File: config.mk
export PLATFORM = sky130hd
export DESIGN_NAME = rv_core
export DESIGN_NICKNAME = d
export VERILOG_FILES = /design/src/design/rv_pkg.sv /design/src/design/hazard_if.sv /design/src/design/decode_stage.sv /design/src/design/execute_stage.sv /design/src/design/fetch_unit.sv /design/src/design/hazard_unit.sv /design/src/design/memory_stage.sv /design/src/design/register_file.sv /design/src/design/rv_core.sv
export SDC_FILE = /design/constraint.sdc
export NUM_CORES = 2
export LEC_CHECK = 0
export ABC_CLOCK_PERIOD_IN_PS = 100600
export BUFFER_PORTS_ARGS = -buffer_cell sky130_fd_sc_hd__buf_2
export CAP_MARGIN = 0
export CORE_MARGIN = 2
export CORE_UTILIZATION = 55
export CTS_CLUSTER_SIZE = 14
export DETAILED_ROUTE_END_ITERATION = 8
export GPL_ROUTABILITY_DRIVEN = 0
export PLACE_DENSITY = 0.77
export SKIP_CTS_REPAIR_TIMING = 1
export SLEW_MARGIN = 30
export SYNTH_ARGS = -nofsm -noshare
export SYNTH_HDL_FRONTEND = slang
export SYNTH_SLANG_ARGS = --single-unit
File: constraint.sdc
create_clock -name i_clk -period 100.6 [get_ports i_clk]
set_input_delay 30.18 -clock i_clk [delete_from_list [all_inputs] [get_ports i_clk]]
set_output_delay 30.18 -clock i_clk [all_outputs]
set_load 0.01 [all_outputs]
File: src/design/rv_pkg.sv
package rv_pkg;

    localparam int XLEN = 32;

    typedef logic [4:0] reg_idx_t;

    // Major opcode field, bits 6:0 of the instruction
    typedef enum logic [6:0] {
        OP_REG    = 7'b0110011,
        OP_IMM    = 7'b0010011,
        OP_LUI    = 7'b0110111,
        OP_LOAD   = 7'b0000011,
        OP_STORE  = 7'b0100011,
        OP_SYSTEM = 7'b1110011
    } opcode_e;

    typedef enum logic [3:0] {
        ALU_ADD,
        ALU_SUB,
        ALU_SLL,
        ALU_SLT,
        ALU_SLTU,
        ALU_XOR,
        ALU_SRL,
        ALU_SRA,
        ALU_OR,
        ALU_AND,
        ALU_PASS_B        // LUI result is the U immediate
    } alu_op_e;

    typedef enum logic [1:0] {
        FWD_RF,
        FWD_EX,
        FWD_MEM,
        FWD_WB
    } fwd_sel_e;

    // ADDI x0, x0, 0
    localparam logic [XLEN-1:0] NOP_INSTR = 32'h0000_0013;

endpackage

File: src/design/hazard_if.sv
`timescale 1ns/10ps

interface hazard_if import rv_pkg::*; ();

    reg_idx_t rs1;
    reg_idx_t rs2;
    logic     use_rs1;      // Instruction in decode reads rs1
    logic     use_rs2;
    fwd_sel_e fwd_rs1;
    fwd_sel_e fwd_rs2;

    modport decode (
        output rs1, rs2, use_rs1, use_rs2,
        input  fwd_rs1, fwd_rs2
    );

    modport hazard (
        input  rs1, rs2, use_rs1, use_rs2,
        output fwd_rs1, fwd_rs2
    );

endinterface

File: src/design/decode_stage.sv
`timescale 1ns/10ps

module decode_stage import rv_pkg::*; (
    input  logic            i_clk,
    input  logic            i_rst,
    input  logic [XLEN-1:0] i_instr,
    input  logic [XLEN-1:0] i_rs1_data,
    input  logic [XLEN-1:0] i_rs2_data,
    input  logic [XLEN-1:0] i_ex_result,
    input  logic [XLEN-1:0] i_mem_result,
    input  logic [XLEN-1:0] i_wb_data,
    input  logic            i_load_stall,
    input  logic            i_freeze,
    hazard_if.decode        hz,
    output reg_idx_t        o_rs1_addr,
    output reg_idx_t        o_rs2_addr,
    output alu_op_e         o_alu_op,
    output logic [XLEN-1:0] o_op_a,
    output logic [XLEN-1:0] o_op_b,
    output logic [XLEN-1:0] o_store_data,
    output reg_idx_t        o_rd,
    output logic            o_wr_en,
    output logic            o_is_load,
    output logic            o_is_store,
    output logic            o_ecall
);

    opcode_e         src_op;
    opcode_e         ctl_op;
    logic [XLEN-1:0] dec_instr;
    logic [XLEN-1:0] imm;
    logic [XLEN-1:0] rs1_val;
    logic [XLEN-1:0] rs2_val;
    alu_op_e         alu_op;
    logic            wr_en;
    logic            is_load;
    logic            is_store;
    logic            ecall;

    function automatic alu_op_e funct_to_alu(input logic [2:0] f3, input logic alt,
                                             input logic is_reg);
        case (f3)
            3'b000:  funct_to_alu = (alt && is_reg) ? ALU_SUB : ALU_ADD;
            3'b001:  funct_to_alu = ALU_SLL;
            3'b010:  funct_to_alu = ALU_SLT;
            3'b011:  funct_to_alu = ALU_SLTU;
            3'b100:  funct_to_alu = ALU_XOR;
            3'b101:  funct_to_alu = alt ? ALU_SRA : ALU_SRL;
            3'b110:  funct_to_alu = ALU_OR;
            default: funct_to_alu = ALU_AND;
        endcase
    endfunction

    function automatic logic [XLEN-1:0] fwd_pick(input fwd_sel_e sel,
                                                 input logic [XLEN-1:0] rf_val);
        case (sel)
            FWD_EX:  fwd_pick = i_ex_result;
            FWD_MEM: fwd_pick = i_mem_result;
            FWD_WB:  fwd_pick = i_wb_data;
            default: fwd_pick = rf_val;
        endcase
    endfunction

    // Source fields always come from the real instruction
    assign src_op     = opcode_e'(i_instr[6:0]);
    assign o_rs1_addr = i_instr[19:15];
    assign o_rs2_addr = i_instr[24:20];
    assign hz.rs1     = i_instr[19:15];
    assign hz.rs2     = i_instr[24:20];
    assign hz.use_rs1 = (src_op == OP_REG) || (src_op == OP_IMM) ||
                        (src_op == OP_LOAD) || (src_op == OP_STORE);
    assign hz.use_rs2 = (src_op == OP_REG) || (src_op == OP_STORE);

    assign rs1_val = fwd_pick(hz.fwd_rs1, i_rs1_data);
    assign rs2_val = fwd_pick(hz.fwd_rs2, i_rs2_data);

    // A load-use stall sends a decoded NOP into execute
    assign dec_instr = i_load_stall ? NOP_INSTR : i_instr;
    assign ctl_op    = opcode_e'(dec_instr[6:0]);

    always_comb
    begin
        alu_op   = ALU_ADD;
        imm      = {{20{dec_instr[31]}}, dec_instr[31:20]};      // I-type
        wr_en    = 1'b0;
        is_load  = 1'b0;
        is_store = 1'b0;
        ecall    = 1'b0;
        case (ctl_op)
            OP_REG:
            begin
                alu_op = funct_to_alu(dec_instr[14:12], dec_instr[30], 1'b1);
                wr_en  = 1'b1;
            end
            OP_IMM:
            begin
                alu_op = funct_to_alu(dec_instr[14:12], dec_instr[30], 1'b0);
                wr_en  = 1'b1;
            end
            OP_LUI:
            begin
                alu_op = ALU_PASS_B;
                imm    = {dec_instr[31:12], 12'b0};
                wr_en  = 1'b1;
            end
            OP_LOAD:
            begin
                is_load = 1'b1;
                wr_en   = 1'b1;
            end
            OP_STORE:
            begin
                imm      = {{20{dec_instr[31]}}, dec_instr[31:25], dec_instr[11:7]};
                is_store = 1'b1;
            end
            OP_SYSTEM: ecall = (dec_instr[31:7] == '0);
            default: ;      // Unknown opcode behaves as a NOP
        endcase
    end

    always_ff @(posedge i_clk or posedge i_rst)
    begin
        if (i_rst)
        begin
            o_wr_en    <= 1'b0;
            o_is_load  <= 1'b0;
            o_is_store <= 1'b0;
            o_ecall    <= 1'b0;
        end
        else if (!i_freeze)
        begin
            o_wr_en    <= wr_en;
            o_is_load  <= is_load;
            o_is_store <= is_store;
            o_ecall    <= ecall;
        end
    end

    always_ff @(posedge i_clk)
    begin
        if (!i_freeze)
        begin
            o_alu_op     <= alu_op;
            o_op_a       <= rs1_val;
            o_op_b       <= (ctl_op == OP_REG) ? rs2_val : imm;
            o_store_data <= rs2_val;
            o_rd         <= dec_instr[11:7];
        end
    end

endmodule

File: src/design/execute_stage.sv
`timescale 1ns/10ps

module execute_stage import rv_pkg::*; (
    input  logic            i_clk,
    input  logic            i_rst,
    input  logic            i_freeze,
    input  alu_op_e         i_alu_op,
    input  logic [XLEN-1:0] i_op_a,
    input  logic [XLEN-1:0] i_op_b,
    input  logic [XLEN-1:0] i_store_data,
    input  reg_idx_t        i_rd,
    input  logic            i_wr_en,
    input  logic            i_is_load,
    input  logic            i_is_store,
    input  logic            i_ecall,
    output logic [XLEN-1:0] o_ex_result,
    output reg_idx_t        o_ex_rd,
    output logic            o_ex_wr_en,
    output logic            o_ex_is_load,
    output logic [XLEN-1:0] o_mem_addr,
    output logic [XLEN-1:0] o_mem_wdata,
    output reg_idx_t        o_mem_rd,
    output logic            o_mem_wr_en,
    output logic            o_mem_load,
    output logic            o_mem_store,
    output logic            o_mem_ecall
);

    logic [4:0] shamt;

    assign shamt = i_op_b[4:0];

    always_comb
    begin
        case (i_alu_op)
            ALU_SUB:    o_ex_result = i_op_a - i_op_b;
            ALU_SLL:    o_ex_result = i_op_a << shamt;
            ALU_SLT:    o_ex_result = {31'b0, $signed(i_op_a) < $signed(i_op_b)};
            ALU_SLTU:   o_ex_result = {31'b0, i_op_a < i_op_b};
            ALU_XOR:    o_ex_result = i_op_a ^ i_op_b;
            ALU_SRL:    o_ex_result = i_op_a >> shamt;
            ALU_SRA:    o_ex_result = $signed(i_op_a) >>> shamt;
            ALU_OR:     o_ex_result = i_op_a | i_op_b;
            ALU_AND:    o_ex_result = i_op_a & i_op_b;
            ALU_PASS_B: o_ex_result = i_op_b;
            default:    o_ex_result = i_op_a + i_op_b;      // ADD, load and store address
        endcase
    end

    // Execute forwarding and load-use terms
    assign o_ex_rd      = i_rd;
    assign o_ex_wr_en   = i_wr_en;
    assign o_ex_is_load = i_is_load;

    always_ff @(posedge i_clk or posedge i_rst)
    begin
        if (i_rst)
        begin
            o_mem_wr_en <= 1'b0;
            o_mem_load  <= 1'b0;
            o_mem_store <= 1'b0;
            o_mem_ecall <= 1'b0;
        end
        else if (!i_freeze)
        begin
            o_mem_wr_en <= i_wr_en;
            o_mem_load  <= i_is_load;
            o_mem_store <= i_is_store;
            o_mem_ecall <= i_ecall;
        end
    end

    always_ff @(posedge i_clk)
    begin
        if (!i_freeze)
        begin
            o_mem_addr  <= o_ex_result;
            o_mem_wdata <= i_store_data;
            o_mem_rd    <= i_rd;
        end
    end

endmodule

File: src/design/fetch_unit.sv
`timescale 1ns/10ps

module fetch_unit import rv_pkg::*; #(
    parameter logic [XLEN-1:0] BOOT_ADDRESS = '0
) (
    input  logic            i_clk,
    input  logic            i_rst,
    input  logic [XLEN-1:0] i_instr,
    input  logic            i_load_stall,
    input  logic            i_freeze,
    output logic [XLEN-1:0] o_pc,
    output logic            o_instr_rd,
    output logic [XLEN-1:0] o_id_instr
);

    logic hold;

    assign hold = i_load_stall || i_freeze;

    assign o_instr_rd = !i_rst;     // Fetching whenever out of reset

    // PC and fetch/decode register move as one
    always_ff @(posedge i_clk or posedge i_rst)
    begin
        if (i_rst)
        begin
            o_pc       <= BOOT_ADDRESS;
            o_id_instr <= NOP_INSTR;
        end
        else
        begin
            if (!hold)
            begin
                o_pc       <= o_pc + 32'd4;
                o_id_instr <= i_instr;      // Memory answers in the same cycle
            end
        end
    end

endmodule

File: src/design/hazard_unit.sv
`timescale 1ns/10ps

module hazard_unit import rv_pkg::*; (
    hazard_if.hazard hz,
    input  reg_idx_t i_ex_rd,
    input  logic     i_ex_wr_en,
    input  logic     i_ex_is_load,
    input  reg_idx_t i_mem_rd,
    input  logic     i_mem_wr_en,
    input  logic     i_mem_busy,
    input  reg_idx_t i_wb_rd,
    input  logic     i_wb_wr_en,
    output logic     o_load_stall,
    output logic     o_freeze
);

    logic ex_load_hit;

    // Youngest writer wins
    function automatic fwd_sel_e pick_source(input reg_idx_t rs, input logic used);
        if (!used || (rs == '0))
            pick_source = FWD_RF;
        else if (i_ex_wr_en && !i_ex_is_load && (i_ex_rd == rs))
            pick_source = FWD_EX;
        else if (i_mem_wr_en && !i_mem_busy && (i_mem_rd == rs))
            pick_source = FWD_MEM;
        else if (i_wb_wr_en && (i_wb_rd == rs))
            pick_source = FWD_WB;
        else
            pick_source = FWD_RF;
    endfunction

    assign hz.fwd_rs1 = pick_source(hz.rs1, hz.use_rs1);
    assign hz.fwd_rs2 = pick_source(hz.rs2, hz.use_rs2);

    // Load data only exists one stage later
    assign ex_load_hit = i_ex_is_load && i_ex_wr_en && (i_ex_rd != '0);

    assign o_load_stall = ex_load_hit &&
                          ((hz.use_rs1 && (hz.rs1 == i_ex_rd)) ||
                           (hz.use_rs2 && (hz.rs2 == i_ex_rd)));

    assign o_freeze = i_mem_busy;

endmodule

File: src/design/memory_stage.sv
`timescale 1ns/10ps

module memory_stage import rv_pkg::*; (
    input  logic            i_clk,
    input  logic            i_rst,
    input  logic [XLEN-1:0] i_addr,
    input  logic [XLEN-1:0] i_wdata,
    input  reg_idx_t        i_rd,
    input  logic            i_wr_en,
    input  logic            i_load,
    input  logic            i_store,
    input  logic            i_ecall,
    input  logic [XLEN-1:0] i_data_mem_out,
    input  logic            i_dcache_done,
    output logic [XLEN-1:0] o_data_mem_addr,
    output logic            o_data_mem_en,
    output logic            o_data_mem_rd_wr,
    output logic [XLEN-1:0] o_data_mem_in,
    output logic            o_mem_busy,
    output logic [XLEN-1:0] o_mem_result,
    output reg_idx_t        o_mem_rd,
    output logic            o_mem_wr_en,
    output reg_idx_t        o_wb_rd,
    output logic            o_wb_wr_en,
    output logic [XLEN-1:0] o_wb_data,
    output logic            o_ecall
);

    logic access;

    assign access = i_load || i_store;

    // Port levels come straight from the held execute/memory register
    assign o_data_mem_en    = access;
    assign o_data_mem_rd_wr = i_store;     // 1 is a write
    assign o_data_mem_addr  = i_addr;
    assign o_data_mem_in    = i_wdata;

    assign o_mem_busy   = access && !i_dcache_done;
    assign o_mem_result = (i_load && i_dcache_done) ? i_data_mem_out : i_addr;
    assign o_mem_rd     = i_rd;
    assign o_mem_wr_en  = i_wr_en;

    // Bubble into write-back on every busy cycle
    always_ff @(posedge i_clk or posedge i_rst)
    begin
        if (i_rst)
        begin
            o_wb_wr_en <= 1'b0;
            o_ecall    <= 1'b0;
        end
        else
        begin
            o_wb_wr_en <= i_wr_en && !o_mem_busy;
            o_ecall    <= i_ecall && !o_mem_busy;
        end
    end

    always_ff @(posedge i_clk)
    begin
        o_wb_rd   <= i_rd;
        o_wb_data <= o_mem_result;
    end

endmodule

File: src/design/register_file.sv
`timescale 1ns/10ps

module register_file import rv_pkg::*; (
    input  logic            i_clk,
    input  logic            i_rst,
    input  reg_idx_t        i_rs1_addr,
    input  reg_idx_t        i_rs2_addr,
    input  reg_idx_t        i_rd_addr,
    input  logic            i_wr_en,
    input  logic [XLEN-1:0] i_rd_data,
    output logic [XLEN-1:0] o_rs1_data,
    output logic [XLEN-1:0] o_rs2_data
);

    logic [XLEN-1:0] regs [1:31];       // No storage behind x0

    always_ff @(posedge i_clk or posedge i_rst)
    begin
        if (i_rst)
        begin
            for (int i = 1; i < 32; i++)
                regs[i] <= '0;
        end
        else if (i_wr_en && (i_rd_addr != '0))
            regs[i_rd_addr] <= i_rd_data;
    end

    // Asynchronous reads
    assign o_rs1_data = (i_rs1_addr == '0) ? '0 : regs[i_rs1_addr];
    assign o_rs2_data = (i_rs2_addr == '0) ? '0 : regs[i_rs2_addr];

endmodule

File: src/design/rv_core.sv
`timescale 1ns/10ps

module rv_core import rv_pkg::*; #(
    parameter logic [XLEN-1:0] BOOT_ADDRESS = '0
) (
    input  logic            i_clk,
    input  logic            i_rst,
    input  logic [XLEN-1:0] i_instr,
    output logic            o_instr_mem_rd,
    output logic [XLEN-1:0] o_instr_mem_addr,
    input  logic [XLEN-1:0] i_data_mem_out,
    input  logic            i_dcache_done,
    output logic [XLEN-1:0] o_data_mem_addr,
    output logic            o_data_mem_en,
    output logic            o_data_mem_rd_wr,
    output logic [XLEN-1:0] o_data_mem_in,
    output logic            o_ecall
);

    logic [XLEN-1:0] id_instr;
    reg_idx_t        rs1_addr;
    reg_idx_t        rs2_addr;
    logic [XLEN-1:0] rs1_data;
    logic [XLEN-1:0] rs2_data;

    // Decode/execute register
    alu_op_e         de_alu_op;
    logic [XLEN-1:0] de_op_a;
    logic [XLEN-1:0] de_op_b;
    logic [XLEN-1:0] de_store_data;
    reg_idx_t        de_rd;
    logic            de_wr_en;
    logic            de_is_load;
    logic            de_is_store;
    logic            de_ecall;

    logic [XLEN-1:0] ex_result;
    reg_idx_t        ex_rd;
    logic            ex_wr_en;
    logic            ex_is_load;

    // Execute/memory register
    logic [XLEN-1:0] em_addr;
    logic [XLEN-1:0] em_wdata;
    reg_idx_t        em_rd;
    logic            em_wr_en;
    logic            em_load;
    logic            em_store;
    logic            em_ecall;

    logic            mem_busy;
    logic [XLEN-1:0] mem_result;
    reg_idx_t        mem_rd;
    logic            mem_wr_en;
    reg_idx_t        wb_rd;
    logic            wb_wr_en;
    logic [XLEN-1:0] wb_data;

    logic            load_stall;
    logic            freeze;

    hazard_if hz_if ();

    fetch_unit #(
        .BOOT_ADDRESS (BOOT_ADDRESS)
    ) u_fetch (
        .i_clk        (i_clk),
        .i_rst        (i_rst),
        .i_instr      (i_instr),
        .i_load_stall (load_stall),
        .i_freeze     (freeze),
        .o_pc         (o_instr_mem_addr),
        .o_instr_rd   (o_instr_mem_rd),
        .o_id_instr   (id_instr)
    );

    decode_stage u_decode (
        .i_clk        (i_clk),
        .i_rst        (i_rst),
        .i_instr      (id_instr),
        .i_rs1_data   (rs1_data),
        .i_rs2_data   (rs2_data),
        .i_ex_result  (ex_result),
        .i_mem_result (mem_result),
        .i_wb_data    (wb_data),
        .i_load_stall (load_stall),
        .i_freeze     (freeze),
        .hz           (hz_if.decode),
        .o_rs1_addr   (rs1_addr),
        .o_rs2_addr   (rs2_addr),
        .o_alu_op     (de_alu_op),
        .o_op_a       (de_op_a),
        .o_op_b       (de_op_b),
        .o_store_data (de_store_data),
        .o_rd         (de_rd),
        .o_wr_en      (de_wr_en),
        .o_is_load    (de_is_load),
        .o_is_store   (de_is_store),
        .o_ecall      (de_ecall)
    );

    register_file u_regfile (
        .i_clk      (i_clk),
        .i_rst      (i_rst),
        .i_rs1_addr (rs1_addr),
        .i_rs2_addr (rs2_addr),
        .i_rd_addr  (wb_rd),
        .i_wr_en    (wb_wr_en),
        .i_rd_data  (wb_data),
        .o_rs1_data (rs1_data),
        .o_rs2_data (rs2_data)
    );

    execute_stage u_execute (
        .i_clk        (i_clk),
        .i_rst        (i_rst),
        .i_freeze     (freeze),
        .i_alu_op     (de_alu_op),
        .i_op_a       (de_op_a),
        .i_op_b       (de_op_b),
        .i_store_data (de_store_data),
        .i_rd         (de_rd),
        .i_wr_en      (de_wr_en),
        .i_is_load    (de_is_load),
        .i_is_store   (de_is_store),
        .i_ecall      (de_ecall),
        .o_ex_result  (ex_result),
        .o_ex_rd      (ex_rd),
        .o_ex_wr_en   (ex_wr_en),
        .o_ex_is_load (ex_is_load),
        .o_mem_addr   (em_addr),
        .o_mem_wdata  (em_wdata),
        .o_mem_rd     (em_rd),
        .o_mem_wr_en  (em_wr_en),
        .o_mem_load   (em_load),
        .o_mem_store  (em_store),
        .o_mem_ecall  (em_ecall)
    );

    memory_stage u_memory (
        .i_clk            (i_clk),
        .i_rst            (i_rst),
        .i_addr           (em_addr),
        .i_wdata          (em_wdata),
        .i_rd             (em_rd),
        .i_wr_en          (em_wr_en),
        .i_load           (em_load),
        .i_store          (em_store),
        .i_ecall          (em_ecall),
        .i_data_mem_out   (i_data_mem_out),
        .i_dcache_done    (i_dcache_done),
        .o_data_mem_addr  (o_data_mem_addr),
        .o_data_mem_en    (o_data_mem_en),
        .o_data_mem_rd_wr (o_data_mem_rd_wr),
        .o_data_mem_in    (o_data_mem_in),
        .o_mem_busy       (mem_busy),
        .o_mem_result     (mem_result),
        .o_mem_rd         (mem_rd),
        .o_mem_wr_en      (mem_wr_en),
        .o_wb_rd          (wb_rd),
        .o_wb_wr_en       (wb_wr_en),
        .o_wb_data        (wb_data),
        .o_ecall          (o_ecall)
    );

    hazard_unit u_hazard (
        .hz           (hz_if.hazard),
        .i_ex_rd      (ex_rd),
        .i_ex_wr_en   (ex_wr_en),
        .i_ex_is_load (ex_is_load),
        .i_mem_rd     (mem_rd),
        .i_mem_wr_en  (mem_wr_en),
        .i_mem_busy   (mem_busy),
        .i_wb_rd      (wb_rd),
        .i_wb_wr_en   (wb_wr_en),
        .o_load_stall (load_stall),
        .o_freeze     (freeze)
    );

endmodule

==> flow_summary.html <==
<table>
<tr><th>Metric</th><th>Value</th></tr>
<tr><th colspan="2">Logic synthesis</th></tr>
<tr><td>Prevailing post-synth register cell</td><td>dfrtp_1</td></tr>
<tr><td>Gate Count Post-Synth</td><td>between 5000 and 6000</td></tr>
<tr><td>Synthesis Warnings</td><td>0</td></tr>
<tr><td>Proportion of synthesized chip area in sequential cells</td><td>between 40% and 50%</td></tr>
<tr><td>Register bit count reported by yosys</td><td>1275</td></tr>
<tr><td>Async set or reset register ratio after synthesis</td><td>83.5%</td></tr>
<tr><td>Average cell area after synthesis</td><td>between 10 and 15 sq um</td></tr>
<tr><td>Cell area after synthesis</td><td>0.0747 sq mm</td></tr>
<tr><td>Netlist cell types</td><td>112</td></tr>
<tr><td>Post-synth EDFFs</td><td>between 150 and 200</td></tr>
<tr><th colspan="2">Routing</th></tr>
<tr><td>DRT Wirelength</td><td>roughly 240 mm</td></tr>
<tr><td>Met1 WL</td><td>~84 mm</td></tr>
<tr><td>DRT Pass-1 Iters</td><td>7</td></tr>
<tr><td>Drt initial violations</td><td>a little under 8000</td></tr>
<tr><td>Via count normalized by instance count</td><td>around 7.2</td></tr>
<tr><td>Remaining number of nets flagged by the antenna check after routing</td><td>0</td></tr>
<tr><td>Routed wire length on met3</td><td>between 20 and 30 mm</td></tr>
<tr><td>Highest routed metal layer</td><td>met5</td></tr>
<tr><td>Drt drc</td><td>0</td></tr>
<tr><td>Vias</td><td>52700</td></tr>
<tr><td>Detailed-route wire length per cell</td><td>between 30 and 40 microns</td></tr>
<tr><td>Met2 Routed Length</td><td>between 100 and 150 mm</td></tr>
<tr><th colspan="2">Timing</th></tr>
<tr><td>RSZ-0062 raised after global routing</td><td>false</td></tr>
<tr><td>Pin slew with the least headroom to its limit</td><td>1070 ps</td></tr>
<tr><td>Worst rel slew slack</td><td>between 20% and 30%</td></tr>
<tr><td>Setup Skew</td><td>between 20 and 30 ps</td></tr>
<tr><td>Final setup viols</td><td>0</td></tr>
<tr><td>Upper clock frequency limit</td><td>0.0163 GHz</td></tr>
<tr><td>Final min period</td><td>61380 ps</td></tr>
<tr><td>Period utilisation layout</td><td>between 60% and 70%</td></tr>
<tr><td>Max-slew violation count</td><td>0</td></tr>
<tr><td>Total count of hold-check failures in the final report</td><td>0</td></tr>
<tr><td>Worst setup margin</td><td>just under 40000 ps</td></tr>
<tr><td>Final TNS setup</td><td>0 ps</td></tr>
<tr><th colspan="2">Placement</th></tr>
<tr><td>Cell count after placement</td><td>around 7000</td></tr>
<tr><td>Setup slack after placement</td><td>about 39000 ps</td></tr>
<tr><td>Buffers added on ports</td><td>approximately 160</td></tr>
<tr><td>HPWL reported at the end of detailed placement</td><td>147 mm</td></tr>
<tr><th colspan="2">Setup path</th></tr>
<tr><td>Startpoint type of the worst setup path</td><td>input pin</td></tr>
<tr><td>Category of the most critical setup path</td><td>input pin to output port</td></tr>
<tr><td>Crit. Startpoint</td><td>i_rst</td></tr>
<tr><td>Crit-path max FO</td><td>just under 90</td></tr>
<tr><td>Data required, critical path</td><td>a little over 70000 ps</td></tr>
<tr><td>R2r endpoint</td><td>u_decode.o_op_a[20]$_DFFE_PN_</td></tr>
<tr><td>Most prevalent standard cell on the critical path</td><td>buf_2</td></tr>
<tr><td>Highest-delay cell along the critical path</td><td>inv_8</td></tr>
<tr><td>R2R Path Start</td><td>u_fetch.o_id_instr[15]$_DFFE_PP0N_</td></tr>
<tr><td>Crit path cell chain</td><td>buf_2, inv_8, buf_2</td></tr>
<tr><td>Worst reg2reg setup slack</td><td>94430 ps</td></tr>
<tr><td>Arrival time worst endpoint</td><td>around 31000 ps</td></tr>
<tr><td>Cell depth of the worst flop-to-flop path</td><td>8</td></tr>
<tr><td>Worst setup path end</td><td>o_instr_mem_rd</td></tr>
<tr><td>Worst stage delay on the critical path</td><td>between 400 and 500 ps</td></tr>
<tr><td>Category of the worst setup path capture point</td><td>output port</td></tr>
<tr><th colspan="2">Global routing</th></tr>
<tr><td>Total routing resource utilization after global routing</td><td>roughly a third</td></tr>
<tr><td>Maximum number of pins on one net before global-route repair</td><td>roughly 130</td></tr>
<tr><td>Initial antenna violation count</td><td>6</td></tr>
<tr><td>Overflow left after global routing</td><td>0</td></tr>
<tr><td>Global-route wire length before repair</td><td>roughly 350 mm</td></tr>
<tr><td>Via count of the first global-routing pass</td><td>between 50000 and 60000</td></tr>
<tr><th colspan="2">Power</th></tr>
<tr><td>VDD IR max</td><td>~0.000019 V</td></tr>
<tr><td>Leakage power</td><td>between 30 and 40 nW</td></tr>
<tr><td>Pwr Density</td><td>about 16 mW/mm^2</td></tr>
<tr><td>Total power draw</td><td>between 1 and 1.5 mW</td></tr>
<tr><th colspan="2">Clock network</th></tr>
<tr><td>H-tree lvl count</td><td>4</td></tr>
<tr><td>Maximum clock insertion buffer count</td><td>3</td></tr>
<tr><td>Clock tree from TritonCTS</td><td>done</td></tr>
<tr><td>Root Buffer</td><td>clkbuf_16</td></tr>
<tr><td>Clock-pin slew on the worst setup and hold paths</td><td>roughly 70 ps</td></tr>
<tr><td>CTS Buf Count</td><td>about 140</td></tr>
<tr><td>Worst-Skew Late Latency</td><td>just under 800 ps</td></tr>
<tr><td>Clock sinks</td><td>about 1300</td></tr>
<tr><th colspan="2">Cells and area</th></tr>
<tr><td>Area occupied by multi-input gates</td><td>just under 0.04 sq mm</td></tr>
<tr><td>Commonest non-fill, non-tap cells in the layout</td><td>mux2_2, dfrtp_1, mux4_2, nand2_1, nor2_1</td></tr>
<tr><td>Post-route non-filler standard cell count</td><td>slightly above 7000</td></tr>
<tr><td>Most common cell after layout, fill and taps aside</td><td>mux2_2</td></tr>
<tr><td>Count of filler cells inserted in the layout</td><td>10200</td></tr>
<tr><td>Register area</td><td>between 0.03 and 0.04 sq mm</td></tr>
<tr><td>Final net count</td><td>around 5600</td></tr>
<tr><td>Fraction of layout instances using a drive strength above 1</td><td>between 40% and 50%</td></tr>
<tr><td>Growth of design area from synthesis to finish</td><td>8.89%</td></tr>
<tr><th colspan="2">Floorplanning</th></tr>
<tr><td>Overall die area</td><td>about 0.14 sq mm</td></tr>
<tr><td>Die Span Y</td><td>roughly 370 microns</td></tr>
<tr><td>Total number of placement rows</td><td>135</td></tr>
<tr><td>Count of pins on the block boundary</td><td>between 150 and 200</td></tr>
<tr><td>Total core area</td><td>0.135 sq mm</td></tr>
<tr><td>Starting utilization of the core area</td><td>between 50% and 60%</td></tr>
<tr><td>Die outline width</td><td>372 microns</td></tr>
<tr><th colspan="2">Run status</th></tr>
<tr><td>Result of the run</td><td>completed</td></tr>
<tr><th colspan="2">Hold path</th></tr>
<tr><td>Hold WC Path Type</td><td>register to register</td></tr>
<tr><th colspan="2">Flow run</th></tr>
<tr><td>Number of maximum-capacitance constraint violations</td><td>0</td></tr>
</table>
## area by class of cell
cell class / instances / share of cell area [%]
Inverter: 139 / 0.660
Multi-Input combinational cell: 3554 / 48.6
Clock inverter: 51 / 0.785
Clock buffer: 192 / 4.77
Sequential cell: 1275 / 40.2
Tap cell: 1781 / 2.74
Timing Repair Buffer: 280 / 2.20
Antenna cell: 3 / 0.00924
## metrics by stage
stage               utilization (%)  hold WS [ps]  instance area (sq um)
CTS                            60.1           412                  81200
global placement               56.7           402                  76600
detailed placement             56.8           407                  76700
floorplan                         -           400                  74700
global route                   60.2           424                  81300
finish                         60.2           415                  81300
## synthesized netlist by cell type, types with 63 or more instances
library cell | n | area, sq um
mux2_2 | 1112 | 12500
mux4_2 | 643 | 14500
clkbuf_1 | 351 | 1320
nand3_1 | 63 | 315
inv_1 | 138 | 518
a21oi_1 | 176 | 881
mux2i_1 | 126 | 1260
nor2_1 | 205 | 769
edfxtp_1 | 174 | 5230
ha_1 | 98 | 1230
dfrtp_1 | 1061 | 26600
buf_2 | 71 | 355
buf_1 | 105 | 394
nand2_1 | 207 | 777
o21ai_0 | 105 | 526
## worst min path at each step
stage,from,end,slack (ps),cells past startpoint
finish,u_decode.o_store_data[12]$_DFFE_PN_,u_execute.o_mem_wdata[12]$_DFFE_PN_,410,0
global route,u_decode.o_store_data[22]$_DFFE_PN_,u_execute.o_mem_wdata[22]$_DFFE_PN_,420,0
CTS,u_decode.o_store_data[12]$_DFFE_PN_,u_execute.o_mem_wdata[12]$_DFFE_PN_,410,0
detailed placement,u_decode.o_store_data[31]$_DFFE_PN_,u_execute.o_mem_wdata[31]$_DFFE_PN_,410,0
global placement,u_decode.o_store_data[21]$_DFFE_PN_,u_execute.o_mem_wdata[21]$_DFFE_PN_,400,0
floorplan,u_decode.o_store_data[0]$_DFFE_PN_,u_execute.o_mem_wdata[0]$_DFFE_PN_,400,0
## where the power goes
group | total [mW] | leakage, nW | switching, mW | internal [mW]
registers | 0.602 | 17.0 | 0.0500 | 0.552
logic | 0.156 | 16.9 | 0.0847 | 0.0709
clock network | 0.512 | 2.21 | 0.218 | 0.294
## flip-flops by register name (all words and copies together), names as in the netlist, 30 cells and up
name	cells
u_regfile.regs	992
u_decode.o_op_a	32
u_decode.o_op_b	32
u_decode.o_store_data	32
u_execute.o_mem_addr	32
u_execute.o_mem_wdata	32
u_fetch.o_id_instr	32
u_memory.o_wb_data	32
u_fetch.o_pc	30
## per-layer routing
layer / track usage [%] / vias to the layer above
met3: 9.75 / 925
met5: 0 / -
li1: - / 21000
met1: 44.4 / 27200
met2: 50.6 / 3603
met4: 20.1 / 8
## worst max-delay path: cells and delay by family
kind | cells | cell delay [ps]
buf+inv | 3 | 820
## logic make-up (layout without fill, tap and decap cells)
family	after synthesis	after routing	share of synthesized area, %
AND/OR/NAND/NOR	720	720	4.68
adder cells (fa/ha/maj)	100	100	1.70
XOR/XNOR	71	71	0.833
AO/OA/AOI/OAI	771	771	7.25
multiplexers	1890	1890	38.1
flip-flops	1275	1275	43.7
other	1	5	0.00502
buffers and inverters	685	662	3.74
No activity file was read; power rests on OpenSTA's default activity.
